File: config.mk
export PLATFORM = sky130hd
export DESIGN_NAME = board_inputs
export DESIGN_NICKNAME = d
export VERILOG_FILES = /design/src/source/board_pkg.sv /design/src/source/board_dip.sv /design/src/source/input_fanout.sv /design/src/source/player_channel.sv /design/src/source/input_merge.sv /design/src/source/board_inputs.sv
export SDC_FILE = /design/constraint.sdc
export NUM_CORES = 1
export LEC_CHECK = 0
export BUFFER_PORTS_ARGS = -buffer_cell sky130_fd_sc_hd__buf_2
export CAP_MARGIN = 0
export CORE_ASPECT_RATIO = 2
export CORE_UTILIZATION = 49
export CTS_CLUSTER_SIZE = 14
export DETAILED_ROUTE_END_ITERATION = 16
export MAX_ROUTING_LAYER = met4
export PLACE_DENSITY = 0.75
export SYNTH_ARGS = -nofsm -noshare
export SYNTH_HDL_FRONTEND = slang
export SYNTH_SLANG_ARGS = --single-unit
File: constraint.sdc
create_clock -name clk_sys -period 1.5 [get_ports clk_sys]
set_input_delay 0 -clock clk_sys [delete_from_list [all_inputs] [get_ports clk_sys]]
set_output_delay 0 -clock clk_sys [all_outputs]
set_load 0.01 [all_outputs]
File: src/source/board_pkg.sv
`default_nettype none

package board_pkg;

    // Player count and joystick word layout
    localparam int num_players = 4;
    localparam int joy_w       = 10;

    // OSD status word
    localparam int status_w        = 64;
    localparam int st_rotate_bit   = 2;
    localparam int st_flip_bit     = 3;
    localparam int st_autofire_bit = 4;
    localparam int st_pause_bit    = 5;

    // Frame based timing
    localparam int autofire_frames = 2;
    localparam int coin_frames     = 2;
    localparam int af_cnt_w        = $clog2(autofire_frames + 1);
    localparam int coin_cnt_w      = $clog2(coin_frames + 1);

    // Game side inputs are active low
    localparam bit game_active_low = 1'b1;

    // Bits 3..0 are up, down, left, right; buttons sit above them
    typedef struct packed {
        logic [5:0] buttons;
        logic       up;
        logic       down;
        logic       left;
        logic       right;
    } joy_t;

    typedef struct packed {
        joy_t joy;
        logic start;
        logic coin;
    } player_in_t;

    typedef struct packed {
        joy_t joy;
        logic start;
        logic coin;
    } player_out_t;

    typedef struct packed {
        logic rotate;
        logic flip;
        logic autofire;
        logic pause;
    } board_cfg_t;

    typedef enum logic [1:0] {
        af_idle,
        af_fire_on,
        af_fire_off
    } af_state_e;

endpackage

`default_nettype wire

File: src/source/board_dip.sv
`timescale 1ns/1ps
`default_nettype none

module board_dip (
    input  logic                          clk_sys,
    input  logic                          rst_n,
    input  logic [board_pkg::status_w-1:0] status,
    input  logic                          osd_shown,
    output board_pkg::board_cfg_t         cfg
);
    import board_pkg::*;

    // Settings picked out of the OSD status word
    always_ff @(posedge clk_sys) begin
        if (!rst_n) begin
            cfg <= '0;
        end else begin
            cfg.rotate   <= status[st_rotate_bit];
            cfg.flip     <= status[st_flip_bit];
            cfg.autofire <= status[st_autofire_bit];
            // Game halts while the menu is open too
            cfg.pause    <= status[st_pause_bit] | osd_shown;
        end
    end

    // Status word from the OSD must be fully driven once out of reset
    a_cfg_known: assert property (
        @(posedge clk_sys) disable iff (!rst_n)
        !$isunknown(cfg)
    );

endmodule

`default_nettype wire

File: src/source/input_fanout.sv
`timescale 1ns/1ps
`default_nettype none

module input_fanout (
    input  logic                                                clk_sys,
    input  logic                                                rst_n,
    input  logic [board_pkg::num_players-1:0][board_pkg::joy_w-1:0] board_joystick,
    input  logic [board_pkg::num_players-1:0]                   board_start,
    input  logic [board_pkg::num_players-1:0]                   board_coin,
    input  logic                                                vs,
    input  board_pkg::board_cfg_t                               dip_cfg,
    output board_pkg::player_in_t [board_pkg::num_players-1:0]  players,
    output logic                                                frame,
    output board_pkg::board_cfg_t                               cfg
);
    import board_pkg::*;

    logic [num_players-1:0][joy_w-1:0] joy_s1;
    logic [num_players-1:0][joy_w-1:0] joy_s2;
    logic [num_players-1:0]            start_s1;
    logic [num_players-1:0]            start_s2;
    logic [num_players-1:0]            coin_s1;
    logic [num_players-1:0]            coin_s2;
    // Two sync stages plus one for edge detection
    logic [2:0]                        vs_sync;

    always_ff @(posedge clk_sys) begin
        if (!rst_n) begin
            joy_s1   <= '0;
            joy_s2   <= '0;
            start_s1 <= '0;
            start_s2 <= '0;
            coin_s1  <= '0;
            coin_s2  <= '0;
            vs_sync  <= '0;
        end else begin
            joy_s1   <= board_joystick;
            joy_s2   <= joy_s1;
            start_s1 <= board_start;
            start_s2 <= start_s1;
            coin_s1  <= board_coin;
            coin_s2  <= coin_s1;
            vs_sync  <= {vs_sync[1:0], vs};
        end
    end

    // Output stage, aligned with the frame strobe
    always_ff @(posedge clk_sys) begin
        if (!rst_n) begin
            players <= '0;
            frame   <= 1'b0;
            cfg     <= '0;
        end else begin
            for (int i = 0; i < num_players; i++) begin
                players[i] <= {joy_s2[i], start_s2[i], coin_s2[i]};
            end
            frame <= vs_sync[1] & ~vs_sync[2];
            cfg   <= dip_cfg;
        end
    end

    a_frame_single: assert property (
        @(posedge clk_sys) disable iff (!rst_n)
        frame |=> !frame
    );

endmodule

`default_nettype wire

File: src/source/player_channel.sv
`timescale 1ns/1ps
`default_nettype none

module player_channel (
    input  logic                    clk_sys,
    input  logic                    rst_n,
    input  board_pkg::player_in_t   player,
    input  logic                    frame,
    input  board_pkg::board_cfg_t   cfg,
    output board_pkg::player_out_t  player_out
);
    import board_pkg::*;

    joy_t                joy_rot;
    joy_t                joy_map;
    af_state_e           af_state;
    logic [af_cnt_w-1:0] af_cnt;
    logic                af_last;
    logic                btn0_held;

    assign btn0_held = player.joy.buttons[0];
    assign af_last   = (af_cnt == af_cnt_w'(autofire_frames - 1));

    always_comb begin
        joy_rot = player.joy;
        // Vertical cabinet, directions turn clockwise
        if (cfg.rotate) begin
            joy_rot.up    = player.joy.right;
            joy_rot.right = player.joy.down;
            joy_rot.down  = player.joy.left;
            joy_rot.left  = player.joy.up;
        end
        joy_map = joy_rot;
        if (cfg.flip) begin
            joy_map.up    = joy_rot.down;
            joy_map.down  = joy_rot.up;
            joy_map.left  = joy_rot.right;
            joy_map.right = joy_rot.left;
        end
        case (af_state)
            af_fire_on:  joy_map.buttons[0] = 1'b1;
            af_fire_off: joy_map.buttons[0] = 1'b0;
            default:     joy_map.buttons[0] = btn0_held;
        endcase
    end

    // Autofire FSM, each phase lasts autofire_frames frames
    always_ff @(posedge clk_sys) begin
        if (!rst_n) begin
            af_state <= af_idle;
            af_cnt   <= '0;
        end else if (!cfg.autofire || !btn0_held) begin
            af_state <= af_idle;
            af_cnt   <= '0;
        end else begin
            case (af_state)
                af_idle: begin
                    af_state <= af_fire_on;
                    af_cnt   <= '0;
                end
                af_fire_on, af_fire_off: begin
                    if (frame) begin
                        if (af_last) begin
                            af_cnt <= '0;
                            if (af_state == af_fire_on) begin
                                af_state <= af_fire_off;
                            end else begin
                                af_state <= af_fire_on;
                            end
                        end else begin
                            af_cnt <= af_cnt + 1'b1;
                        end
                    end
                end
                default: af_state <= af_idle;
            endcase
        end
    end

    always_ff @(posedge clk_sys) begin
        if (!rst_n) begin
            player_out <= '0;
        end else begin
            player_out <= {joy_map, player.start, player.coin};
        end
    end

    a_af_idle_when_off: assert property (
        @(posedge clk_sys) disable iff (!rst_n)
        (!cfg.autofire && $past(!cfg.autofire)) |-> (af_state == af_idle)
    );

endmodule

`default_nettype wire

File: src/source/input_merge.sv
`timescale 1ns/1ps
`default_nettype none

module input_merge (
    input  logic                                                 clk_sys,
    input  logic                                                 rst_n,
    input  board_pkg::player_out_t [board_pkg::num_players-1:0]  players,
    input  logic                                                 frame,
    input  board_pkg::board_cfg_t                                cfg,
    output logic [board_pkg::num_players-1:0][board_pkg::joy_w-1:0] game_joystick,
    output logic [board_pkg::num_players-1:0]                    game_start,
    output logic [board_pkg::num_players-1:0]                    game_coin
);
    import board_pkg::*;

    logic [num_players-1:0] coin_active;

    for (genvar i = 0; i < num_players; i++) begin : g_coin
        logic                  coin_prev;
        logic [coin_cnt_w-1:0] coin_cnt;

        // Short presses are held for coin_frames frames
        always_ff @(posedge clk_sys) begin
            if (!rst_n) begin
                coin_prev <= 1'b0;
                coin_cnt  <= '0;
            end else begin
                coin_prev <= players[i].coin;
                if (players[i].coin && !coin_prev) begin
                    coin_cnt <= coin_cnt_w'(coin_frames);
                end else if (frame && coin_cnt != '0) begin
                    coin_cnt <= coin_cnt - 1'b1;
                end
            end
        end

        assign coin_active[i] = players[i].coin | (coin_cnt != '0);

        a_coin_release: assert property (
            @(posedge clk_sys) disable iff (!rst_n)
            ($fell(players[i].coin) ##0
                (!players[i].coin throughout frame [-> coin_frames + 1]))
            |=> (game_coin[i] == game_active_low)
        );
    end

    always_ff @(posedge clk_sys) begin
        if (!rst_n) begin
            game_joystick <= {num_players{ {joy_w{game_active_low}} }};
            game_start    <= {num_players{game_active_low}};
            game_coin     <= {num_players{game_active_low}};
        end else begin
            for (int i = 0; i < num_players; i++) begin
                // Pause lets go of sticks and starts, coins keep counting
                if (cfg.pause) begin
                    game_joystick[i] <= {joy_w{game_active_low}};
                end else begin
                    game_joystick[i] <= players[i].joy ^ {joy_w{game_active_low}};
                end
                game_start[i] <= (players[i].start & ~cfg.pause) ^ game_active_low;
            end
            game_coin <= coin_active ^ {num_players{game_active_low}};
        end
    end

endmodule

`default_nettype wire

File: src/source/board_inputs.sv
`timescale 1ns/1ps
`default_nettype none

module board_inputs (
    input  logic                                                clk_sys,
    input  logic                                                rst_n,
    input  logic [board_pkg::status_w-1:0]                      status,
    input  logic                                                osd_shown,
    input  logic                                                vs,
    input  logic [board_pkg::num_players-1:0][board_pkg::joy_w-1:0] board_joystick,
    input  logic [board_pkg::num_players-1:0]                   board_start,
    input  logic [board_pkg::num_players-1:0]                   board_coin,
    output logic [board_pkg::num_players-1:0][board_pkg::joy_w-1:0] game_joystick,
    output logic [board_pkg::num_players-1:0]                   game_start,
    output logic [board_pkg::num_players-1:0]                   game_coin
);
    import board_pkg::*;

    board_cfg_t                    dip_cfg;
    board_cfg_t                    chan_cfg;
    player_in_t  [num_players-1:0] players_in;
    player_out_t [num_players-1:0] players_out;
    logic                          frame;

    board_dip u_dip (
        .clk_sys   (clk_sys),
        .rst_n     (rst_n),
        .status    (status),
        .osd_shown (osd_shown),
        .cfg       (dip_cfg)
    );

    input_fanout u_fanout (
        .clk_sys        (clk_sys),
        .rst_n          (rst_n),
        .board_joystick (board_joystick),
        .board_start    (board_start),
        .board_coin     (board_coin),
        .vs             (vs),
        .dip_cfg        (dip_cfg),
        .players        (players_in),
        .frame          (frame),
        .cfg            (chan_cfg)
    );

    // One channel per player
    for (genvar i = 0; i < num_players; i++) begin : g_player
        player_channel u_channel (
            .clk_sys    (clk_sys),
            .rst_n      (rst_n),
            .player     (players_in[i]),
            .frame      (frame),
            .cfg        (chan_cfg),
            .player_out (players_out[i])
        );
    end

    input_merge u_merge (
        .clk_sys       (clk_sys),
        .rst_n         (rst_n),
        .players       (players_out),
        .frame         (frame),
        .cfg           (dip_cfg),
        .game_joystick (game_joystick),
        .game_start    (game_start),
        .game_coin     (game_coin)
    );

endmodule

`default_nettype wire

# [Yosys cells after proc, flatten, opt, wreduce, memory -nomap -nowiden]
# Index checks and enable logic that the tools add are counted.
[totals] register_bits=279 in_bits=116 elab_cells=259
[op_classes] add_sub_neg=8 n_eq_ne=20 n_mux=48 bitwise=22 n_reduce_logical=58
[op_table] cell="$mux W2" n=28
[op_table] cell="$not A10 Y10" n=4
[op_table] cell="$mux W4" n=8
[op_table] cell="$pmux W2 S2" n=8
[op_table] cell="$reduce_or A2 Y1" n=13
[op_table] cell="$reduce_bool A2 Y1" n=12
[op_table] cell="$eq A2 B1 Y1 const B" n=8
[op_table] cell="$reduce_and A2 Y1" n=8
[op_table] cell="$logic_not A1 Y1" n=9
[op_table] cell="$add A2 B1 Y2 const B" n=4
[op_table] cell="$eq A2 B2 Y1 const B" n=4
[op_table] cell="$logic_and A1 B1 Y1" n=8
[op_table] cell="$logic_not A2 Y1" n=4
[op_table] cell="$ne A2 B1 Y1 const B" n=4
[op_table] cell="$ne A2 B2 Y1 const B" n=4
[op_table] cell="$pmux W1 S2" n=4
[op_table] cell="$sub A2 B1 Y2 const B" n=4
[op_table] cell="$not A1 Y1" n=7
[op_table] cell="$and A1 B1 Y1" n=5
[op_table] cell="$or A1 B1 Y1" n=5
[op_table] cell="$logic_or A1 B1 Y1" n=4
[op_table] cell="$not A4 Y4" n=1

# [Longest topological paths before layout]
# Gate-level depths: netlist (run 1).
[logic_depth] depth_word=5 ltp_mapped=5

# [By module]
# A second synthesis (run 1) with hierarchy kept.
[unflattened] cells_unflattened=719 hier_area_um2=8754.6
[modules_own_cells] mod="input_fanout" n_inst=1 cells_each=320 area_per_inst_um2=4132.7 seq_area_each_um2=3042.9
[modules_own_cells] mod="input_merge" n_inst=1 cells_each=159 area_per_inst_um2=1815.5 seq_area_each_um2=1201.2
[modules_own_cells] mod="player_channel (g_player[2].u_channel ...)" n_inst=2 cells_each=59 area_per_inst_um2=675.6 seq_area_each_um2=320.3
[modules_own_cells] mod="player_channel (g_player[0].u_channel ...)" n_inst=2 cells_each=57 area_per_inst_um2=674.4 seq_area_each_um2=320.3
[modules_own_cells] mod="board_dip" n_inst=1 cells_each=8 area_per_inst_um2=106.4 seq_area_each_um2=80.1

# [Worst setup path after synthesis (run 1)]
# OpenSTA, ideal clock, no wires.
[synth_path] kind="reg2reg" start="reg g_player[0].u_channel.af_state[0]" end="reg g_player[0].u_channel.af_state[0]" setup_time_ns=0.074 arrival_time_ns=1.352 slack_ns=0.073 path_stages_with_launch=6 path_cell_list="dfxtp_1 > inv_1 > ha_1 > inv_1 > or4_1 > o21ai_0"
[synth_via] elab_chain_len=5 word_cells_on_any_way=11 cone_classes="eq/ne: 4; mux: 4; reduce/logical: 3"
[synth_rtl] element="from (decl)" line="player_channel.sv:16" source="af_state_e af_state;"
[synth_rtl] element="from (signal assigned)" line="player_channel.sv:50" source="af_state <= af_idle;"
[synth_rtl] element="from (signal assigned)" line="player_channel.sv:53" source="af_state <= af_idle;"
[synth_rtl] element="from (signal assigned)" line="player_channel.sv:58" source="af_state <= af_fire_on;"
[synth_rtl] element="$eq A2 B1 Y1" line="player_channel.sv:56, player_channel.sv:65"
[synth_rtl] element="$mux W2" line="player_channel.sv:65" source="if (af_state == af_fire_on) begin"
[synth_rtl] element="$mux W2" line="player_channel.sv:63" source="if (af_last) begin"
[synth_rtl] element="$mux W2" line="player_channel.sv:62" source="if (frame) begin"
[synth_rtl] element="$pmux W2 S2" line="player_channel.sv:56" source="case (af_state)"
# Several ways; a longest one is shown, not always the timed one. The select of a mux whose other input is x is not followed.
# A chain may end at the register's enable or synchronous reset.

# [Worst setup path after layout (run 1)]
[layout_path] start="reg g_player[3].u_channel.af_state[1]" end="reg g_player[3].u_channel.af_state[0]"
[layout_via] elab_chain_len=5 word_cells_on_any_way=11 cone_classes="eq/ne: 4; mux: 4; reduce/logical: 3"
[layout_rtl] element="from (decl)" line="player_channel.sv:16"
[layout_rtl] element="from (signal assigned)" line="player_channel.sv:50"
[layout_rtl] element="from (signal assigned)" line="player_channel.sv:53"
[layout_rtl] element="from (signal assigned)" line="player_channel.sv:58"
[layout_rtl] element="$eq A2 B1 Y1" line="player_channel.sv:56, player_channel.sv:65"
[layout_rtl] element="$mux W2" line="player_channel.sv:65"
[layout_rtl] element="$mux W2" line="player_channel.sv:63"
[layout_rtl] element="$mux W2" line="player_channel.sv:62"
[layout_rtl] element="$pmux W2 S2" line="player_channel.sv:56"
# Several ways; a longest one is shown, not always the timed one. The select of a mux whose other input is x is not followed.

==> metrics.log, run 1 <==
INFO  metric tightestPinTransition = 355 ps
INFO  metric slew_violations = 0
INFO  metric via_per_inst = 4.52
INFO  metric final_clock_skew = 9.85 ps
INFO  metric power.switching_fraction = 19.1%
INFO  metric cts_setup_buffers = 0
INFO  metric postSynthCellCount = 725
INFO  metric worstSetupEndpointType = flop
INFO  metric drv.max_cap_violation_count = 0
INFO  metric cp.arrival = 1870 ps
INFO  metric ys_seq_area_share = 65.1%
INFO  metric netSwitchingPower = 2590 uW
INFO  metric syn-mean-instance-area = 11.8 um^2
INFO  metric vdd_drop_max = 0.00100 V
INFO  metric global_placement_routability_congestion = 0.814
INFO  metric fmax = 691 MHz
INFO  metric critPathMostFrequentCell = sky130_fd_sc_hd__inv_1
INFO  metric startpoint_class_of_the_critical_path = flop
INFO  metric initial_core_util = 50.0%
INFO  metric status = finished, final reports clean
INFO  metric ports_placed_on_the_boundary = 164
INFO  metric area_growth_syn_to_layout = 23.4%
INFO  metric final_util = 61.7%
INFO  metric clkPwrFrac = 39.5%
INFO  metric vias_in_the_first_global_route = 4753
INFO  metric power_per_cell_area = 1280 nW/um^2
INFO  metric min_path_type = input port to flop
INFO  metric h-tree-depth = 1
INFO  metric finalSetupViolCount = 0
INFO  metric clk_pin_slew = 60 ps
INFO  metric flip_flop_and_latch_count_after_synthesis = 279
INFO  metric post_synthesis_cell_area = 8590 um^2
INFO  metric post_synth_num_cell_types = 30
INFO  metric insertedDiodeCount = 0
INFO  metric detailedRoute.firstIterationViolations = 113
INFO  metric cp.buffers_inverters = 2
INFO  metric crit_path_cell_trace = inv_1, ha_4, inv_1, or4_1, o21ai_1
INFO  metric critPathMaxStageDelay = 500 ps
INFO  metric antenna_left = 0
INFO  metric floorplan.rows = 68
INFO  metric commonest_non_fill_non_tap_cell_in_the_layout = sky130_fd_sc_hd__dfxtp_1
INFO  metric cts_max_path_buffers = 3
INFO  metric power.leakage = 0.00441 uW
INFO  metric power.share.combinational = 3.8%
INFO  metric grt_use_total = 14.7%
INFO  metric layout_common_cells = sky130_fd_sc_hd__dfxtp_1, sky130_fd_sc_hd__and2_1, sky130_fd_sc_hd__buf_2
INFO  metric grt_max_degree = 128
INFO  metric grt_setup_unrepaired = false
INFO  metric report.final.hold_viol_count = 0
INFO  metric critical_path_peak_fanout = 4
INFO  metric die_w = 95.6 um
INFO  metric worst_hold_slack = 231 ps
INFO  metric tritoncts_clock_tree = built
INFO  metric nFillCells = 1401
INFO  metric global_route.overflow_total = 0
INFO  metric final_period_minus_worst_setup_slack = 1450 ps
INFO  metric die_area = 18100 um^2
INFO  metric core = 17200 um^2
INFO  metric clkLatencyLatePin = 500 ps
INFO  metric antenna_found_initial = 0
INFO  metric wl_per_cell = 11.5 um
INFO  metric finish.net_count = 1025
INFO  metric placement.io_buffers = 103
INFO  metric detailroute.via_count = 4980
INFO  metric timing.setup.critical_path_class = flop to flop
INFO  metric drc = 0
INFO  metric internal_power = 10900 uW
INFO  metric dieHeight = 189 um
INFO  metric timing.critical_path.max_delay_family = simple AND/OR/NAND/NOR gates
INFO  metric synth.yosys.warnings = 0
INFO  metric dr.pass1.iters = 4
INFO  metric finalWirelength = 12.6 mm
INFO  metric share_seq_of_total_power = 56.7%
INFO  metric maxSlewHeadroom = 76.3%
INFO  metric required = 1920 ps
INFO  metric wire_length_of_the_first_global_routing_pass = 20.7 mm
INFO  metric tritoncts.num_buffers = 24
INFO  metric finalCritPeriodShare = 96.4%
INFO  metric finalSetupTns = 0 ps
INFO  metric nets_in_the_synthesized_netlist = 861
INFO  metric layout-drive-gt1-share = 19.1%
INFO  metric place.detailed.hpwl = 7.82 mm
INFO  metric tritoncts_num_sinks = 279
INFO  metric cts_root_buffer = sky130_fd_sc_hd__clkbuf_16
INFO  metric cp_slowest_cell = sky130_fd_sc_hd__or4_1
[Yosys cell counts]
cell / count / area (um^2)
sky130_fd_sc_hd__a31oi_1: 4 / 25.0
sky130_fd_sc_hd__xnor2_1: 4 / 35.0
sky130_fd_sc_hd__mux2_2: 4 / 45.0
sky130_fd_sc_hd__inv_1: 24 / 90.1
sky130_fd_sc_hd__buf_12: 1 / 20.0
sky130_fd_sc_hd__buf_6: 1 / 11.3
sky130_fd_sc_hd__buf_4: 1 / 7.51
sky130_fd_sc_hd__and3b_1: 4 / 35.0
sky130_fd_sc_hd__o21a_1: 1 / 7.51
sky130_fd_sc_hd__nor2b_1: 10 / 62.6
sky130_fd_sc_hd__buf_2: 8 / 40.0
sky130_fd_sc_hd__clkbuf_1: 23 / 86.3
sky130_fd_sc_hd__a21boi_1: 1 / 7.51
sky130_fd_sc_hd__mux2i_1: 4 / 40.0
sky130_fd_sc_hd__nand2_1: 48 / 180
sky130_fd_sc_hd__nor2_1: 8 / 30.0
sky130_fd_sc_hd__or2_2: 4 / 25.0
sky130_fd_sc_hd__a21oi_1: 8 / 40.0
sky130_fd_sc_hd__a21boi_0: 3 / 22.5
sky130_fd_sc_hd__o21ai_0: 12 / 60.1
sky130_fd_sc_hd__or4_1: 4 / 30.0
sky130_fd_sc_hd__or3_1: 8 / 50.1
sky130_fd_sc_hd__dfxtp_1: 279 / 5590
sky130_fd_sc_hd__and2_1: 201 / 1260
sky130_fd_sc_hd__ha_1: 20 / 250
sky130_fd_sc_hd__nand3_1: 8 / 40.0
sky130_fd_sc_hd__nand2b_1: 8 / 50.1
sky130_fd_sc_hd__and3_1: 8 / 50.1
sky130_fd_sc_hd__mux4_2: 5 / 113
sky130_fd_sc_hd__mux4_1: 11 / 289
[cell families (layout without fill, tap and decap cells)]
| family | after synthesis | after routing | share of synthesized area, % |
|---|---|---|---|
| xor+xnor | 4 | 4 | 0.408 |
| mux | 24 | 24 | 5.67 |
| buf+inv | 58 | 225 | 2.97 |
| flops | 279 | 279 | 65.1 |
| fa+ha+maj | 20 | 20 | 2.91 |
| simple gates | 311 | 311 | 21.1 |
| compound gates | 29 | 29 | 1.89 |
[area by class of cell]
cell class,instances,area (um^2),share of cell area (%)
well taps,210,263,2.48
flip-flops and latches,279,5600,52.8
inverters,24,90.1,0.850
clock buffers,27,643,6.07
multi-input cells,388,2780,26.2
clock inverters,2,16.3,0.154
repair buffers,172,1210,11.4
[final timing paths]
kind / slack [ps] / startpoint / to / cells past startpoint
max: 50 / g_player[3].u_channel.af_state[1]$_SDFFE_PP0P_ / g_player[3].u_channel.af_state[0]$_SDFFE_PP0P_ / 5
min: 230 / board_coin[1] / u_fanout.coin_s1[1]$_SDFF_PN0_ / 3
max reg2reg: 50 / g_player[3].u_channel.af_state[1]$_SDFFE_PP0P_ / g_player[3].u_channel.af_state[0]$_SDFFE_PP0P_ / 5
min reg2reg: 360 / g_player[0].u_channel.player_out[6]$_SDFF_PN0_ / u_merge.game_joystick[4]$_SDFF_PP1_ / 1
[state kept, by name, summed over array words and instances, names as in the netlist, 8 cells and up]
register,count
g_player.u_channel.af_state,8
u_merge.game_joystick,40
g_player.u_channel.af_cnt,8
g_player.u_channel.player_out,48
u_fanout.joy_s2,40
u_fanout.joy_s1,40
u_merge.g_coin.coin_cnt,8
u_fanout.players,48
[worst register-to-register path, delay by kind of cell (launching register included)]
kind	cells	cell delay, ps
adder cells (fa/ha/maj)	1	280
buffers and inverters	2	150
flip-flops	1	340
AND/OR/NAND/NOR	1	500
AO/OA/AOI/OAI	1	100
[power by group through the flow]
stage	Clock [uW]	Sequential, uW	Combinational, uW
global route	5810	7690	570
detailed placement	0	7840	405
floorplan	0	7820	264
CTS	5510	7670	517
finish	5350	7670	511
global placement	0	7830	396
[repair_timing]
item | 4_1_cts | 5_1_grt
gates resized for setup | 0 | 13
endpoints found under the setup margin | 0 | 6
hold endpoints to repair | 69 | 0
hold buffers | 55 | 0
[per-layer routing]
layer,routed length [um],GRT usage (%),vias to the layer above
met3,426,2.05,38
li1,-,-,2604
met2,6690,25.8,97
met5,0,-,-
met4,467,7.18,0
met1,5070,15.6,2241
[metrics by stage]
stage	instance area, um^2	power (uW)	cells	worst slack [ps]
4_1_cts	10600	13700	1102	7.72
2_1_floorplan	8590	8090	725	73.2
5_1_grt	10600	14100	1102	0.899
6_report	10600	13500	1102	53.9
3_3_place_gp	9350	8230	1018	74.0
3_5_place_dp	9350	8240	1018	32.2
No activity file was read; power rests on OpenSTA's default activity.
==> inputs of run 2 (changes only) <==
BUFFER_PORTS_ARGS = -buffer_cell sky130_fd_sc_hd__buf_4   (was -buffer_cell sky130_fd_sc_hd__buf_2)
GPL_ROUTABILITY_DRIVEN = 0   (was not set)
PLACE_DENSITY = not set   (was 0.75)
PLACE_DENSITY_LB_ADDON = 0.08   (was not set)
==> run 2 against run 1 <==
First-iteration DRC count fell by 18%. Critical endpoint unchanged. Largest cell class unchanged. Maximum frequency shrank 0.38%. Sequential power is essentially flat. Flip-flop and latch count did not move.
==> metrics.log, run 2 (synthesis results as in run 1) <==
INFO  metric finalSetupTns = 0 ps (unchanged)
INFO  metric finalWirelength = 13.1 mm (+3.8%)
INFO  metric initial_core_util = 50.0% (unchanged)
INFO  metric final_clock_skew = 13.0 ps (+3.19 ps)
INFO  metric setup.worst_path.start = g_player[3].u_channel.af_state[1]$_SDFFE_PP0P_
INFO  metric layout-drive-gt1-share = 19.5% (+0.40 points)
INFO  metric critical_path_peak_fanout = 4 (unchanged)
INFO  metric required = 1920 ps (about the same)
INFO  metric cts_root_buffer = sky130_fd_sc_hd__clkbuf_16
INFO  metric place_area = 9590 um^2 (+2.6%)
INFO  metric status = finished, final reports clean
INFO  metric power.leakage = 0.00456 uW (+3.4%)
INFO  metric commonest_non_fill_non_tap_cell_in_the_layout = sky130_fd_sc_hd__dfxtp_1
INFO  metric finalCritPeriodShare = 96.8% (+0.37 points)
INFO  metric grt_use_total = 15.3% (+0.63 points)
INFO  metric min_path_type = input port to flop
INFO  metric place.detailed.hpwl = 8.49 mm (+8.7%)
INFO  metric maxSlewHeadroom = 74.4% (-2.0 points)
INFO  metric core = 17200 um^2 (unchanged)
INFO  metric tightestPinTransition = 384 ps (+29.5 ps)
INFO  metric drv.max_cap_violation_count = 0 (unchanged)
INFO  metric finish.net_count = 1025 (unchanged)
INFO  metric finalSetupViolCount = 0 (unchanged)
INFO  metric slew_violations = 0 (unchanged)
INFO  metric detailedRoute.firstIterationViolations = 93 (-18%)
INFO  metric dieHeight = 189 um (unchanged)
INFO  metric cts_max_path_buffers = 3 (unchanged)
INFO  metric layout_common_cells = sky130_fd_sc_hd__dfxtp_1, sky130_fd_sc_hd__and2_1, sky130_fd_sc_hd__buf_4
INFO  metric vias_in_the_first_global_route = 5079 (+6.9%)
INFO  metric cp.arrival = 1870 ps (about the same)
INFO  metric crit_path_cell_trace = inv_1, ha_4, inv_2, or4_1, o21ai_0
INFO  metric dr.pass1.iters = 4 (unchanged)
INFO  metric antenna_found_initial = 0 (unchanged)
INFO  metric grt_setup_unrepaired = false
INFO  metric nFillCells = 1400 (-0.071%)
INFO  metric hold_path_startpoint = board_coin[3]
INFO  metric drc = 0 (unchanged)
INFO  metric power_per_cell_area = 1260 nW/um^2 (-1.5%)
INFO  metric tritoncts_clock_tree = built
INFO  metric seqCellArea = 5600 um^2 (unchanged)
INFO  metric post-route-cell-area = 10900 um^2 (+2.8%)
INFO  metric wire_length_of_the_first_global_routing_pass = 21.7 mm (+4.9%)
INFO  metric placement.io_buffers = 103 (unchanged)
INFO  metric multi_input_area = 2800 um^2 (+0.68%)
INFO  metric insertedDiodeCount = 0 (unchanged)
INFO  metric timing.setup.critical_path_class = flop to flop
INFO  metric via_per_inst = 4.63 (+2.5%)
INFO  metric die_area = 18100 um^2 (unchanged)
INFO  metric critPathMaxStageDelay = 500 ps (about the same)
INFO  metric vdd_drop_max = 0.000844 V (-16%)
INFO  metric dpl_worst_slack = -0.267 ps (-32.5 ps)
INFO  metric final_period_minus_worst_setup_slack = 1450 ps (+5.58 ps)
INFO  metric die_w = 95.6 um (unchanged)
INFO  metric clk_pin_slew = 60 ps (about the same)
INFO  metric cp_slowest_cell = sky130_fd_sc_hd__or4_1
INFO  metric top_registers = g_player.u_channel.player_out: 48 flops, u_fanout.players: 48 flops
INFO  metric startpoint_class_of_the_critical_path = flop
INFO  metric global_route.overflow_total = 0 (unchanged)
INFO  metric worstSetupEndpointType = flop
INFO  metric floorplan.rows = 68 (unchanged)
INFO  metric ports_placed_on_the_boundary = 164 (unchanged)
INFO  metric tritoncts_num_sinks = 279 (unchanged)
INFO  metric detailroute.via_count = 5114 (+2.7%)
INFO  metric antenna_left = 0 (unchanged)
INFO  metric wl_per_cell = 11.9 um (+3.7%)
INFO  metric area_growth_syn_to_layout = 26.9%
INFO  metric report.final.hold_viol_count = 0 (unchanged)
INFO  metric grt_max_degree = 71 (-45%)
INFO  metric fmax = 689 MHz (-0.38%)
INFO  metric timing.rr.start = g_player[3].u_channel.af_state[1]$_SDFFE_PP0P_
INFO  metric h-tree-depth = 1 (unchanged)
INFO  metric worst_hold_slack = 241 ps (+9.63 ps)
INFO  metric post-route-worst-setup-slack = 48.3 ps (-5.58 ps)
INFO  metric clkLatencyLatePin = 500 ps (about the same)
INFO  metric tritoncts.num_buffers = 24 (unchanged)
INFO  metric final_util = 63.4% (+1.8 points)
run 2: cell types whose count changed in the layout (fill, tap and decap cells not counted), sizes merged:
cell    before  now
clkinv       1    0
clkbuf      27   30
run 2: critical path, delay by kind of cell, from the launching register on:
kind / cells / cell delay [ps]
compound gates: 1 / 90
fa+ha+maj: 1 / 290
buf+inv: 2 / 140
flops: 1 / 340
simple gates: 1 / 500
run 2: path summary, 6_finish.rpt:
| path | end | slack [ps] | cells past startpoint |
|---|---|---|---|
| max | g_player[3].u_channel.af_state[0]$_SDFFE_PP0P_ | 50 | 5 |
| min | u_fanout.coin_s1[3]$_SDFF_PN0_ | 240 | 3 |
| max reg2reg | g_player[3].u_channel.af_state[0]$_SDFFE_PP0P_ | 50 | 5 |
| min reg2reg | u_merge.game_joystick[15]$_SDFF_PP1_ | 360 | 1 |
run 2: layout make-up:
type / count / share of cell area (%)
clock buffers: 30 / 6.19
multi-input cells: 388 / 25.7
clock inverters: 1 / 0.0804
well taps: 210 / 2.41
flip-flops and latches: 279 / 51.3
repair buffers: 172 / 13.5
inverters: 24 / 0.827
run 2: where the power goes:
group	total (uW)	switching, uW	internal (uW)
Clock	5470	2360	3120
Sequential	7670	56.1	7620
Combinational	559	203	356
run 2: per-layer routing:
metal,track usage [%],part of all wire [%],vias up
met5,-,0,-
met4,6.20,2.7,0
met3,2.21,4.2,28
met2,28.3,54,112
met1,15.5,39,2356
li1,-,-,2618
run 2: stage by stage:
step,instances,power [uW]
after global routing,1104,14200
final,1104,13700
after global placement,1016,8270
after CTS,1102,13900
after floorplan,725,8090
after detailed placement,1016,8290
run 2: what timing repair did:
action                                 CTS  global route
endpoints found under the hold margin   64             0
setup buffers                            0             2
resized for setup                        4            12
setup endpoints to repair                2             8
hold buffers                            55             0
pin swaps                                0             1
